**src/common/mic_level_pkg.sv**
```systemverilog
// Mic level package with clock setting, I2S frame constants, meter thresholds and stage structs
`default_nettype none

package mic_level_pkg;

    // System clock in MHz, 50 or 100 (100 runs the receiver at half rate)
    localparam int CLK_MHZ = 50;

    // Sample and frame geometry
    localparam int SAMPLE_W    = 24;
    localparam int FRAME_CNT_W = 9;            // 512 enabled cycles per ws half-frame

    // Frame counter decode for the I2S pins
    localparam int SCK_BIT       = 3;          // sck = counter bit 3
    localparam int BIT_STEP      = 2 ** (SCK_BIT + 1);
    localparam int WS_TOGGLE_CNT = 15;
    localparam int FIRST_BIT_CNT = 39;         // One cycle before the second rising sck edge
    localparam int LAST_BIT_CNT  = FIRST_BIT_CNT + (SAMPLE_W - 1) * BIT_STEP;
    localparam int BIT_PHASE     = FIRST_BIT_CNT % BIT_STEP;

    // Level arithmetic
    localparam int DECAY_SHIFT = 4;            // Lose 1/16 per non-rising sample
    localparam logic [SAMPLE_W-1:0] FULL_SCALE = (1 << (SAMPLE_W - 1)) - 1;
    localparam logic [SAMPLE_W-1:0] CLIP_LEVEL = 24'd8323072;  // 2^23 - 2^16

    // Bar graph, segment i lights at 2^(BAR_BASE_BIT + i)
    localparam int BAR_W        = 8;
    localparam int BAR_BASE_BIT = 15;

    // Receiver to follower
    typedef struct packed {
        logic signed [SAMPLE_W-1:0] data;
        logic                       valid;
    } mic_sample_t;

    // Follower to meter
    typedef struct packed {
        logic [SAMPLE_W-1:0] level;
        logic                clip;
        logic                valid;
    } envelope_t;

endpackage

`default_nettype wire

```
**src/i2s_rx/i2s_mic_receiver.sv**
```systemverilog
// I2S microphone receiver with sck/ws/lr generation and left-channel word capture
`timescale 1ns/1ps
`default_nettype none

module i2s_mic_receiver
(
    input  logic                      clk,
    input  logic                      rst,
    output logic                      sck,
    output logic                      ws,
    output logic                      lr,
    input  logic                      sd,
    output mic_level_pkg::mic_sample_t sample
);

    import mic_level_pkg::*;

    logic                   clk_en;
    logic [FRAME_CNT_W-1:0] cnt;
    logic [SAMPLE_W-1:0]    shift;
    logic                   left_half;
    logic                   sample_bit;
    logic                   word_done;

    // Mic select pin low puts the mic on the left channel
    assign lr = 1'b0;

    generate
        if (CLK_MHZ == 100)
        begin : gen_half_rate
            always_ff @(posedge clk or posedge rst)
            begin
                if (rst)
                    clk_en <= 1'b0;
                else
                    clk_en <= ~clk_en;
            end
        end
        else
        begin : gen_full_rate
            assign clk_en = 1'b1;
        end
    endgenerate

    // Free-running frame counter
    always_ff @(posedge clk or posedge rst)
    begin
        if (rst)
            cnt <= '0;
        else if (clk_en)
            cnt <= cnt + 1'b1;
    end

    assign sck = cnt[SCK_BIT];                 // clk/16 at 50 MHz

    always_ff @(posedge clk or posedge rst)
    begin
        if (rst)
            ws <= 1'b1;
        else if (clk_en && cnt == FRAME_CNT_W'(WS_TOGGLE_CNT))
            ws <= ~ws;
    end

    assign left_half = (ws == lr);

    // Sample sd just before each rising sck edge of the 24 data bits
    assign sample_bit = left_half
                     && cnt >= FRAME_CNT_W'(FIRST_BIT_CNT)
                     && cnt <= FRAME_CNT_W'(LAST_BIT_CNT)
                     && cnt[SCK_BIT:0] == (SCK_BIT + 1)'(BIT_PHASE);

    assign word_done = left_half && (cnt == '1);

    // MSB first
    always_ff @(posedge clk)
    begin
        if (clk_en && sample_bit)
            shift <= {shift[SAMPLE_W-2:0], sd};
    end

    always_ff @(posedge clk or posedge rst)
    begin
        if (rst)
        begin
            sample <= '0;
        end
        else
        begin
            sample.valid <= clk_en && word_done;  // One clk cycle even at half rate
            if (clk_en && word_done)
                sample.data <= shift;
        end
    end

endmodule

`default_nettype wire

```
**src/logic/envelope_follower.sv**
```systemverilog
// Envelope follower with saturating magnitude, clip detect and peak attack/decay
`timescale 1ns/1ps
`default_nettype none

module envelope_follower
(
    input  logic                       clk,
    input  logic                       rst,
    input  mic_level_pkg::mic_sample_t sample,
    output mic_level_pkg::envelope_t   envelope
);

    import mic_level_pkg::*;

    logic [SAMPLE_W-1:0] neg_data;
    logic [SAMPLE_W-1:0] magnitude;
    logic [SAMPLE_W-1:0] decayed;
    logic [SAMPLE_W-1:0] level_next;
    logic                rising;

    // Absolute value, two's complement negate for negative samples
    assign neg_data = SAMPLE_W'(0) - sample.data;

    always_comb
    begin
        if (!sample.data[SAMPLE_W-1])
            magnitude = sample.data;
        else if (neg_data[SAMPLE_W-1])
            magnitude = FULL_SCALE;            // -2^23 has no positive twin
        else
            magnitude = neg_data;
    end

    // Decay by a fixed fraction of the current envelope
    assign decayed = envelope.level - (envelope.level >> DECAY_SHIFT);

    assign rising = magnitude > envelope.level;

    always_comb
    begin
        if (rising)
            level_next = magnitude;            // Instant attack
        else
            level_next = decayed;
    end

    always_ff @(posedge clk or posedge rst)
    begin
        if (rst)
        begin
            envelope <= '0;
        end
        else
        begin
            envelope.valid <= sample.valid;
            if (sample.valid)
            begin
                envelope.level <= level_next;
                envelope.clip  <= magnitude >= CLIP_LEVEL;
            end
        end
    end

endmodule

`default_nettype wire

```
**src/logic/level_meter.sv**
```systemverilog
// Level meter with thermometer bar graph and registered level, bar and clip display
`timescale 1ns/1ps
`default_nettype none

module level_meter
(
    input  logic                                clk,
    input  logic                                rst,
    input  mic_level_pkg::envelope_t            envelope,
    output logic [mic_level_pkg::SAMPLE_W-1:0]  level,
    output logic [mic_level_pkg::BAR_W-1:0]     bar,
    output logic                                clip,
    output logic                                out_valid
);

    import mic_level_pkg::*;

    logic [BAR_W-1:0] bar_next;

    // One power-of-two threshold per segment gives a thermometer code
    always_comb
    begin
        for (int i = 0; i < BAR_W; i++)
        begin
            bar_next[i] = envelope.level >= (SAMPLE_W'(1) << (BAR_BASE_BIT + i));
        end
    end

    always_ff @(posedge clk or posedge rst)
    begin
        if (rst)
        begin
            level     <= '0;
            bar       <= '0;
            clip      <= 1'b0;
            out_valid <= 1'b0;
        end
        else
        begin
            out_valid <= envelope.valid;
            if (envelope.valid)                // Display holds between samples
            begin
                level <= envelope.level;
                bar   <= bar_next;
                clip  <= envelope.clip;
            end
        end
    end

endmodule

`default_nettype wire

```
**src/logic/mic_level_top.sv**
```systemverilog
// Mic level top connecting the I2S receiver, envelope follower and level meter
`timescale 1ns/1ps
`default_nettype none

module mic_level_top
(
    input  logic                                clk,
    input  logic                                rst,
    output logic                                sck,
    output logic                                ws,
    output logic                                lr,
    input  logic                                sd,
    output logic [mic_level_pkg::SAMPLE_W-1:0]  level,
    output logic [mic_level_pkg::BAR_W-1:0]     bar,
    output logic                                clip,
    output logic                                out_valid
);

    import mic_level_pkg::*;

    mic_sample_t sample;     // Decoded left-channel word
    envelope_t   envelope;   // Peak level with clip

    i2s_mic_receiver u_receiver
    (
        .clk    (clk),
        .rst    (rst),
        .sck    (sck),
        .ws     (ws),
        .lr     (lr),
        .sd     (sd),
        .sample (sample)
    );

    envelope_follower u_follower
    (
        .clk      (clk),
        .rst      (rst),
        .sample   (sample),
        .envelope (envelope)
    );

    level_meter u_meter
    (
        .clk       (clk),
        .rst       (rst),
        .envelope  (envelope),
        .level     (level),
        .bar       (bar),
        .clip      (clip),
        .out_valid (out_valid)
    );

endmodule

`default_nettype wire

```
**config.mk**
```make
export PLATFORM = sky130hd
export DESIGN_NAME = mic_level_top
export DESIGN_NICKNAME = d
export VERILOG_FILES = /design/src/common/mic_level_pkg.sv /design/src/i2s_rx/i2s_mic_receiver.sv /design/src/logic/envelope_follower.sv /design/src/logic/level_meter.sv /design/src/logic/mic_level_top.sv
export SDC_FILE = /design/constraint.sdc
export NUM_CORES = 1
export LEC_CHECK = 0
export BUFFER_PORTS_ARGS = -buffer_cell sky130_fd_sc_hd__buf_2
export CORE_MARGIN = 2
export CORE_UTILIZATION = 45
export DETAILED_ROUTE_END_ITERATION = 16
export GPL_ROUTABILITY_DRIVEN = 0
export SYNTH_ARGS = -nofsm -noshare
export SYNTH_HDL_FRONTEND = slang
export SYNTH_SLANG_ARGS = --single-unit
```
**constraint.sdc**
```tcl
create_clock -name clk -period 12 [get_ports clk]
set_input_delay 0.6 -clock clk [delete_from_list [all_inputs] [get_ports clk]]
set_output_delay 0.6 -clock clk [all_outputs]
set_load 0.02 [all_outputs]
```
Word level (Yosys, flattened, before mapping)
Cells that the tools add are included.
{"block": "classes", "n_reduce_logical": 4, "n_mux": 3, "add_sub_neg": 3, "n_eq_ne": 3, "magnitude_cmp": 12, "bitwise": 1}
{"cell": "$ge 24x23->1 const B", "count": 2}
{"cell": "$mux 23", "count": 2}
{"cell": "$ge 24x16->1 const B", "count": 1}
{"cell": "$ge 24x17->1 const B", "count": 1}
{"cell": "$ge 24x18->1 const B", "count": 1}
{"cell": "$ge 24x19->1 const B", "count": 1}
{"cell": "$ge 24x20->1 const B", "count": 1}
{"cell": "$ge 24x21->1 const B", "count": 1}
{"cell": "$ge 24x22->1 const B", "count": 1}
{"cell": "$gt 24x24->1", "count": 1}
{"cell": "$mux 24", "count": 1}
{"cell": "$sub 1x24->24 const A", "count": 1}
{"cell": "$sub 24x20->24", "count": 1}
{"cell": "$add 9x1->9 const B", "count": 1}
{"cell": "$eq 9x4->1 const B", "count": 1}
{"cell": "$eq 9x9->1 const B", "count": 1}
{"cell": "$ge 9x6->1 const B", "count": 1}
{"cell": "$le 9x9->1 const B", "count": 1}
{"cell": "$eq 4x3->1 const B", "count": 1}
{"cell": "$logic_and 1x1->1", "count": 4}
{"cell": "$not 1->1", "count": 1}
{"block": "totals", "regBits": 119, "elab_cells": 38, "out_inout_bits": 37, "input_bits": 3}

Longest topological paths before layout
{"block": "depth", "depth_word": 5, "depth_mapped": 18, "depth_no_buf": 17}

By module
Synthesis repeated with hierarchy kept, for this count alone.
{"block": "hier_totals", "cells_unflattened": 651, "hier_area_um2": 6801.5}
{"mod": "envelope_follower", "n_inst": 1, "seq_area_each_um2": 650.6, "area_per_inst_um2": 3448.3, "cells_per_inst": 457}
{"mod": "i2s_mic_receiver", "n_inst": 1, "seq_area_each_um2": 1597.8, "area_per_inst_um2": 2079.5, "cells_per_inst": 115}
{"mod": "level_meter", "n_inst": 1, "seq_area_each_um2": 850.8, "area_per_inst_um2": 1273.7, "cells_per_inst": 79}

Worst setup path after synthesis
Ideal clock, no wire load.
{"block": "synth_timing", "path_type": "register to register", "start": "register u_receiver.sample[1] (netlist name)", "end": "register u_follower.envelope[13] (netlist name)", "path_slack_ps": 7922, "required_ps": 11875, "n_path_buf": 1, "period_less_slack_ps": 4078, "path_stages_with_launch": 17, "t_arrival_ps": 3953, "setup_ps": 125, "path_cell_list": "dfrtp_1 > inv_1 > ha_1 > or4b_1 > or4_4 > or3_4 > o21ai_2 > o21ai_2 > ha_1 > a21oi_1 > o22ai_1 > nor4b_1 > nor2_1 > clkbuf_1 > nand2_1 > o21ai_0 > mux2_2"}
{"block": "synth_between", "elab_chain_len": 5}
{"item": "$sub 1x24->24", "line_no": "envelope_follower.sv:22", "text": "assign neg_data = SAMPLE_W'(0) - sample.data;"}
{"item": "$mux 23", "line_no": "envelope_follower.sv:28", "text": "else if (neg_data[SAMPLE_W-1])"}
{"item": "$mux 23 (*)", "line_no": "envelope_follower.sv:26", "text": "if (!sample.data[SAMPLE_W-1])"}
{"item": "$gt 24x24->1", "line_no": "envelope_follower.sv:37", "text": "assign rising = magnitude > envelope.level;"}
{"item": "$mux 24 (*)", "line_no": "envelope_follower.sv:41", "text": "if (rising)"}
Mark *: on every way between the ends. The rest lies on a longest branch, timed or not.
A chain may end at the register's enable or synchronous reset.

Worst setup path in the final report
{"block": "layout_timing", "start": "register u_receiver.sample[2] (netlist name)", "end": "register u_follower.envelope[24] (netlist name)"}
{"block": "layout_between", "elab_chain_len": 5}
{"item": "$sub 1x24->24", "line_no": "envelope_follower.sv:22"}
{"item": "$mux 23", "line_no": "envelope_follower.sv:28"}
{"item": "$mux 23 (*)", "line_no": "envelope_follower.sv:26"}
{"item": "$gt 24x24->1", "line_no": "envelope_follower.sv:37"}
{"item": "$mux 24 (*)", "line_no": "envelope_follower.sv:41"}
Marked as above.

==> summary.txt <==
Run status
  – Outcome: completed

Yosys
  – Post-Synth XOR/XNOR Area: 0.0451
  – Mapped Area: 0.00679 mm^2
  – Count leader, synth: dfrtp_1
  – Post-synth top area cell: dfrtp_1
  – Number of distinct library cells after synthesis: 66
  – Multiplexer share of the synthesized area: 0.0958
  – Simple-Gate Fraction of Synth Area: 0.145
  – Sequential-to-total area share from yosys stat: 0.456
  – Synthesized instance count: 658
  – Yosys warns: 0
  – Share of the synthesized area in the top cell type: 0.346
  – Synth top area cells: dfrtp_1 35%, edfxtp_1 11%, ha_1 8.5%, mux2_2 8.0%, a21oi_1 3.4%
  – Synth Area in Compound Gates: 0.136
  – Number of flops mapped to enable cells by yosys: 24
  – Area share of fa/ha/maj cells after synthesis: 0.0877
  – Top_reg_cell synth: dfrtp_1
  – Largest family of logic cells by synthesized area: simple AND/OR/NAND/NOR gates
  – Flip-flop and latch count after synthesis: 119
  – Synth async-reset ratio: 0.798
  – Avg Cell Area, Syn: 10.3 um^2
  – Net count after synthesis: 708
  – Synth cell count leaders: 94 x dfrtp_1, 53 x nand2_1, 51 x nor2_1

Pwr
  – Total Power: 0.908 mW
  – VDD IR max: 0.0903 mV
  – Leak: 3.69 nW
  – Power per standard cell area: 118 mW/mm^2

Final layout
  – Layout area overhead: 13.7%
  – Total Nets Final: 744
  – Share of layout cells above drive strength 1: 0.191
  – Final Util: 0.527
  – N_diodes: 0

Setup path
  – CP Cell Sequence: inv_1 -> ha_1 -> or4b_1 -> or4_4 -> nor3_2 -> or2b_1 -> xor2_1 -> nand2_1 -> ha_1 -> a21oi_1 -> o21a_1 -> o22ai_1 -> nor4b_1 -> nor2_2 -> buf_4 -> or4b_1 -> o211ai_1
  – Endpoint type of the worst setup path: flip-flop
  – Worst R2R Path Depth: 17
  – Worst Path Max Fanout: 23
  – Req. time, crit path: 12330 ps
  – CP startpoint kind: flip-flop
  – Slowest cell on the critical path: nor4b_1
  – R2R Path End: u_follower.envelope[24]
  – Worst Path Buf+Inv: 2
  – R2R setup slack: 6950 ps
  – Critical Path Max Stage Delay: 850 ps
  – Crit path DAT: 5390 ps
  – Top delay family on crit path: simple AND/OR/NAND/NOR gates
  – R2r startpoint: u_receiver.sample[2]
  – Crit Path Category: reg -> reg

Floorplan
  – Starting Density: 0.464
  – FP Rows: 44
  – Die ar.: 0.0161 mm^2
  – Die width: 127 um
  – # IOs: 40
  – DIE HEIGHT: 127 um
  – Core Area: 0.0146 mm^2

CTS
  – Hold buffer count at CTS: 0
  – Post_cts resized: 0
  – Post-CTS setup buffer count: 0
  – CTS max path bufs: 2
  – Clk_lat worst skew: 430 ps
  – CTS sink cnt: 119
  – CTS tree: yes
  – Total CTS buffers: 17
  – H-tree levels: 4
  – Root buf cell: clkbuf_16
  – Clock Pin Slew Worst Setup and Hold Paths: 50 ps

STA
  – Min cycle time layout: 5050 ps
  – Total Neg Setup Slack: 0 ps
  – Fmax: 0.198 GHz
  – Final period util: 0.421
  – Slew Viols, Final: 0
  – Relative slew slack: 0.269
  – Finish-stage setup viols: 0
  – Final hold slack: 245 ps
  – Final hold vios: 0
  – Layout Skew: 7.53 ps
  – PnR worst setup slack: 6950 ps
  – Worst Max-Slew Pin Slew: 1100 ps
  – RSZ-0062 raised after global routing: no

Global route
  – Largest net degree at the start of global routing: 50
  – Initial antenna violation count: 0
  – First-pass GRT wire length: 25.6 mm
  – Vias in the first global route: 5051
  – Total gr overflow: 0
  – Gr usage total: 0.203

Routing
  – Post-Route M1 WL: 7.42 mm
  – Via count: 5151
  – First-pass DRT Iterations: 5
  – WL met3: 714 um
  – Post-DR vias/cell: 5.78
  – DRC errors left: 0
  – Met2 wire len: 7.13 mm
  – Initial DRC Count: 488
  – Avg WL per Cell: 17.5 um
  – Final wirelength: 15.6 mm
  – Max Used Layer: met4
  – Routed Antenna Nets: 0

Run
  – Max-cap violations: 0

Hold path
  – HP Class: in -> async

Place
  – Pre-CTS WS: 7010 ps
  – Number of port buffers: 38
  – DP HPWL: 11.1 mm
## flip-flops by register name, indices dropped and copies added (netlist names)
register	cells
u_follower.envelope	26
u_receiver.sample	25
u_meter.level	24
u_receiver.shift	24
u_receiver.cnt	9
u_meter.bar	8
u_meter.clip	1
u_meter.out_valid	1
u_receiver.ws	1
## power by group
group / internal (mW) / total (mW) / switching, mW
Combinational: 0.000508 / 0.00720 / 0.00669
Sequential: 0.412 / 0.412 / 0
Clock: 0.303 / 0.489 / 0.186
Total: 0.715 / 0.908 / 0.193
## cells in the final DEF (no fill, tap or decap), drive strengths merged, types with 3 or more instances in the layout
| cell type | Yosys | layout |
|---|---|---|
| dfrtp | 94 | 94 |
| nand2 | 53 | 53 |
| nor2 | 51 | 51 |
| mux2 | 48 | 48 |
| a21oi | 46 | 46 |
| ha | 46 | 46 |
| buf | 2 | 43 |
| inv | 33 | 33 |
| o21ai | 32 | 32 |
| edfxtp | 24 | 24 |
| xor2 | 20 | 20 |
| clkbuf | 24 | 19 |
| xnor2 | 15 | 15 |
| a31oi | 15 | 15 |
| nand3 | 13 | 13 |
| nor3 | 12 | 12 |
| mux2i | 11 | 11 |
| and3 | 9 | 9 |
| nor2b | 9 | 9 |
| or4 | 9 | 9 |
| a21o | 8 | 8 |
| clkinv | 0 | 8 |
| o21a | 7 | 7 |
| or3 | 7 | 7 |
| o31ai | 5 | 5 |
| o211ai | 5 | 5 |
| nor4 | 5 | 5 |
| nand4 | 5 | 5 |
| o31a | 3 | 3 |
| a221o | 3 | 3 |
| nand2b | 3 | 3 |
| clkinvlp | 0 | 3 |
## cells by family after synthesis
family | count (synthesis)
xor gates and xnor gates | 35
buffers and inverters | 59
other | 1
muxes | 59
DFF | 119
adders and majority gates | 47
AOI/OAI and AO/OA | 147
and+or+nand+nor | 191
## stage by stage
step	instances	instance area (um^2)
after floorplan	658	6790
after global placement	859	7150
after detailed placement	859	7150
after CTS	891	7720
after global routing	891	7720
final	891	7720
## how the worst max path moves through the flow
stage          slack [ps]                 endpoint  depth (start not counted)                  from
2_1_floorplan        7920  u_follower.envelope[13]                         16  u_receiver.sample[1]
3_3_place_gp         7210  u_follower.envelope[24]                         17  u_receiver.sample[1]
3_5_place_dp         7010  u_follower.envelope[24]                         17  u_receiver.sample[2]
4_1_cts              6990  u_follower.envelope[24]                         17  u_receiver.sample[2]
5_1_grt              6490  u_follower.envelope[24]                         17  u_receiver.sample[2]
6_report             6950  u_follower.envelope[24]                         17  u_receiver.sample[2]
## routing by layer
metal | up-vias | global-route usage
li1 | 2470 | -
met1 | 2517 | 0.280
met2 | 136 | 0.314
met3 | 28 | 0.0451
met4 | 0 | 0.0814
met5 | - | 0
## cell type report
class,count,area [um^2]
Clock inverter,13,133
Multi-Input combinational cell,480,3470
Inverter,33,126
Tap cell,184,230
Clock buffer,19,433
Sequential cell,119,3100
Fill cell,1301,6930
Timing Repair Buffer,43,228
Note: power is estimated with default switching activity, not from simulation.
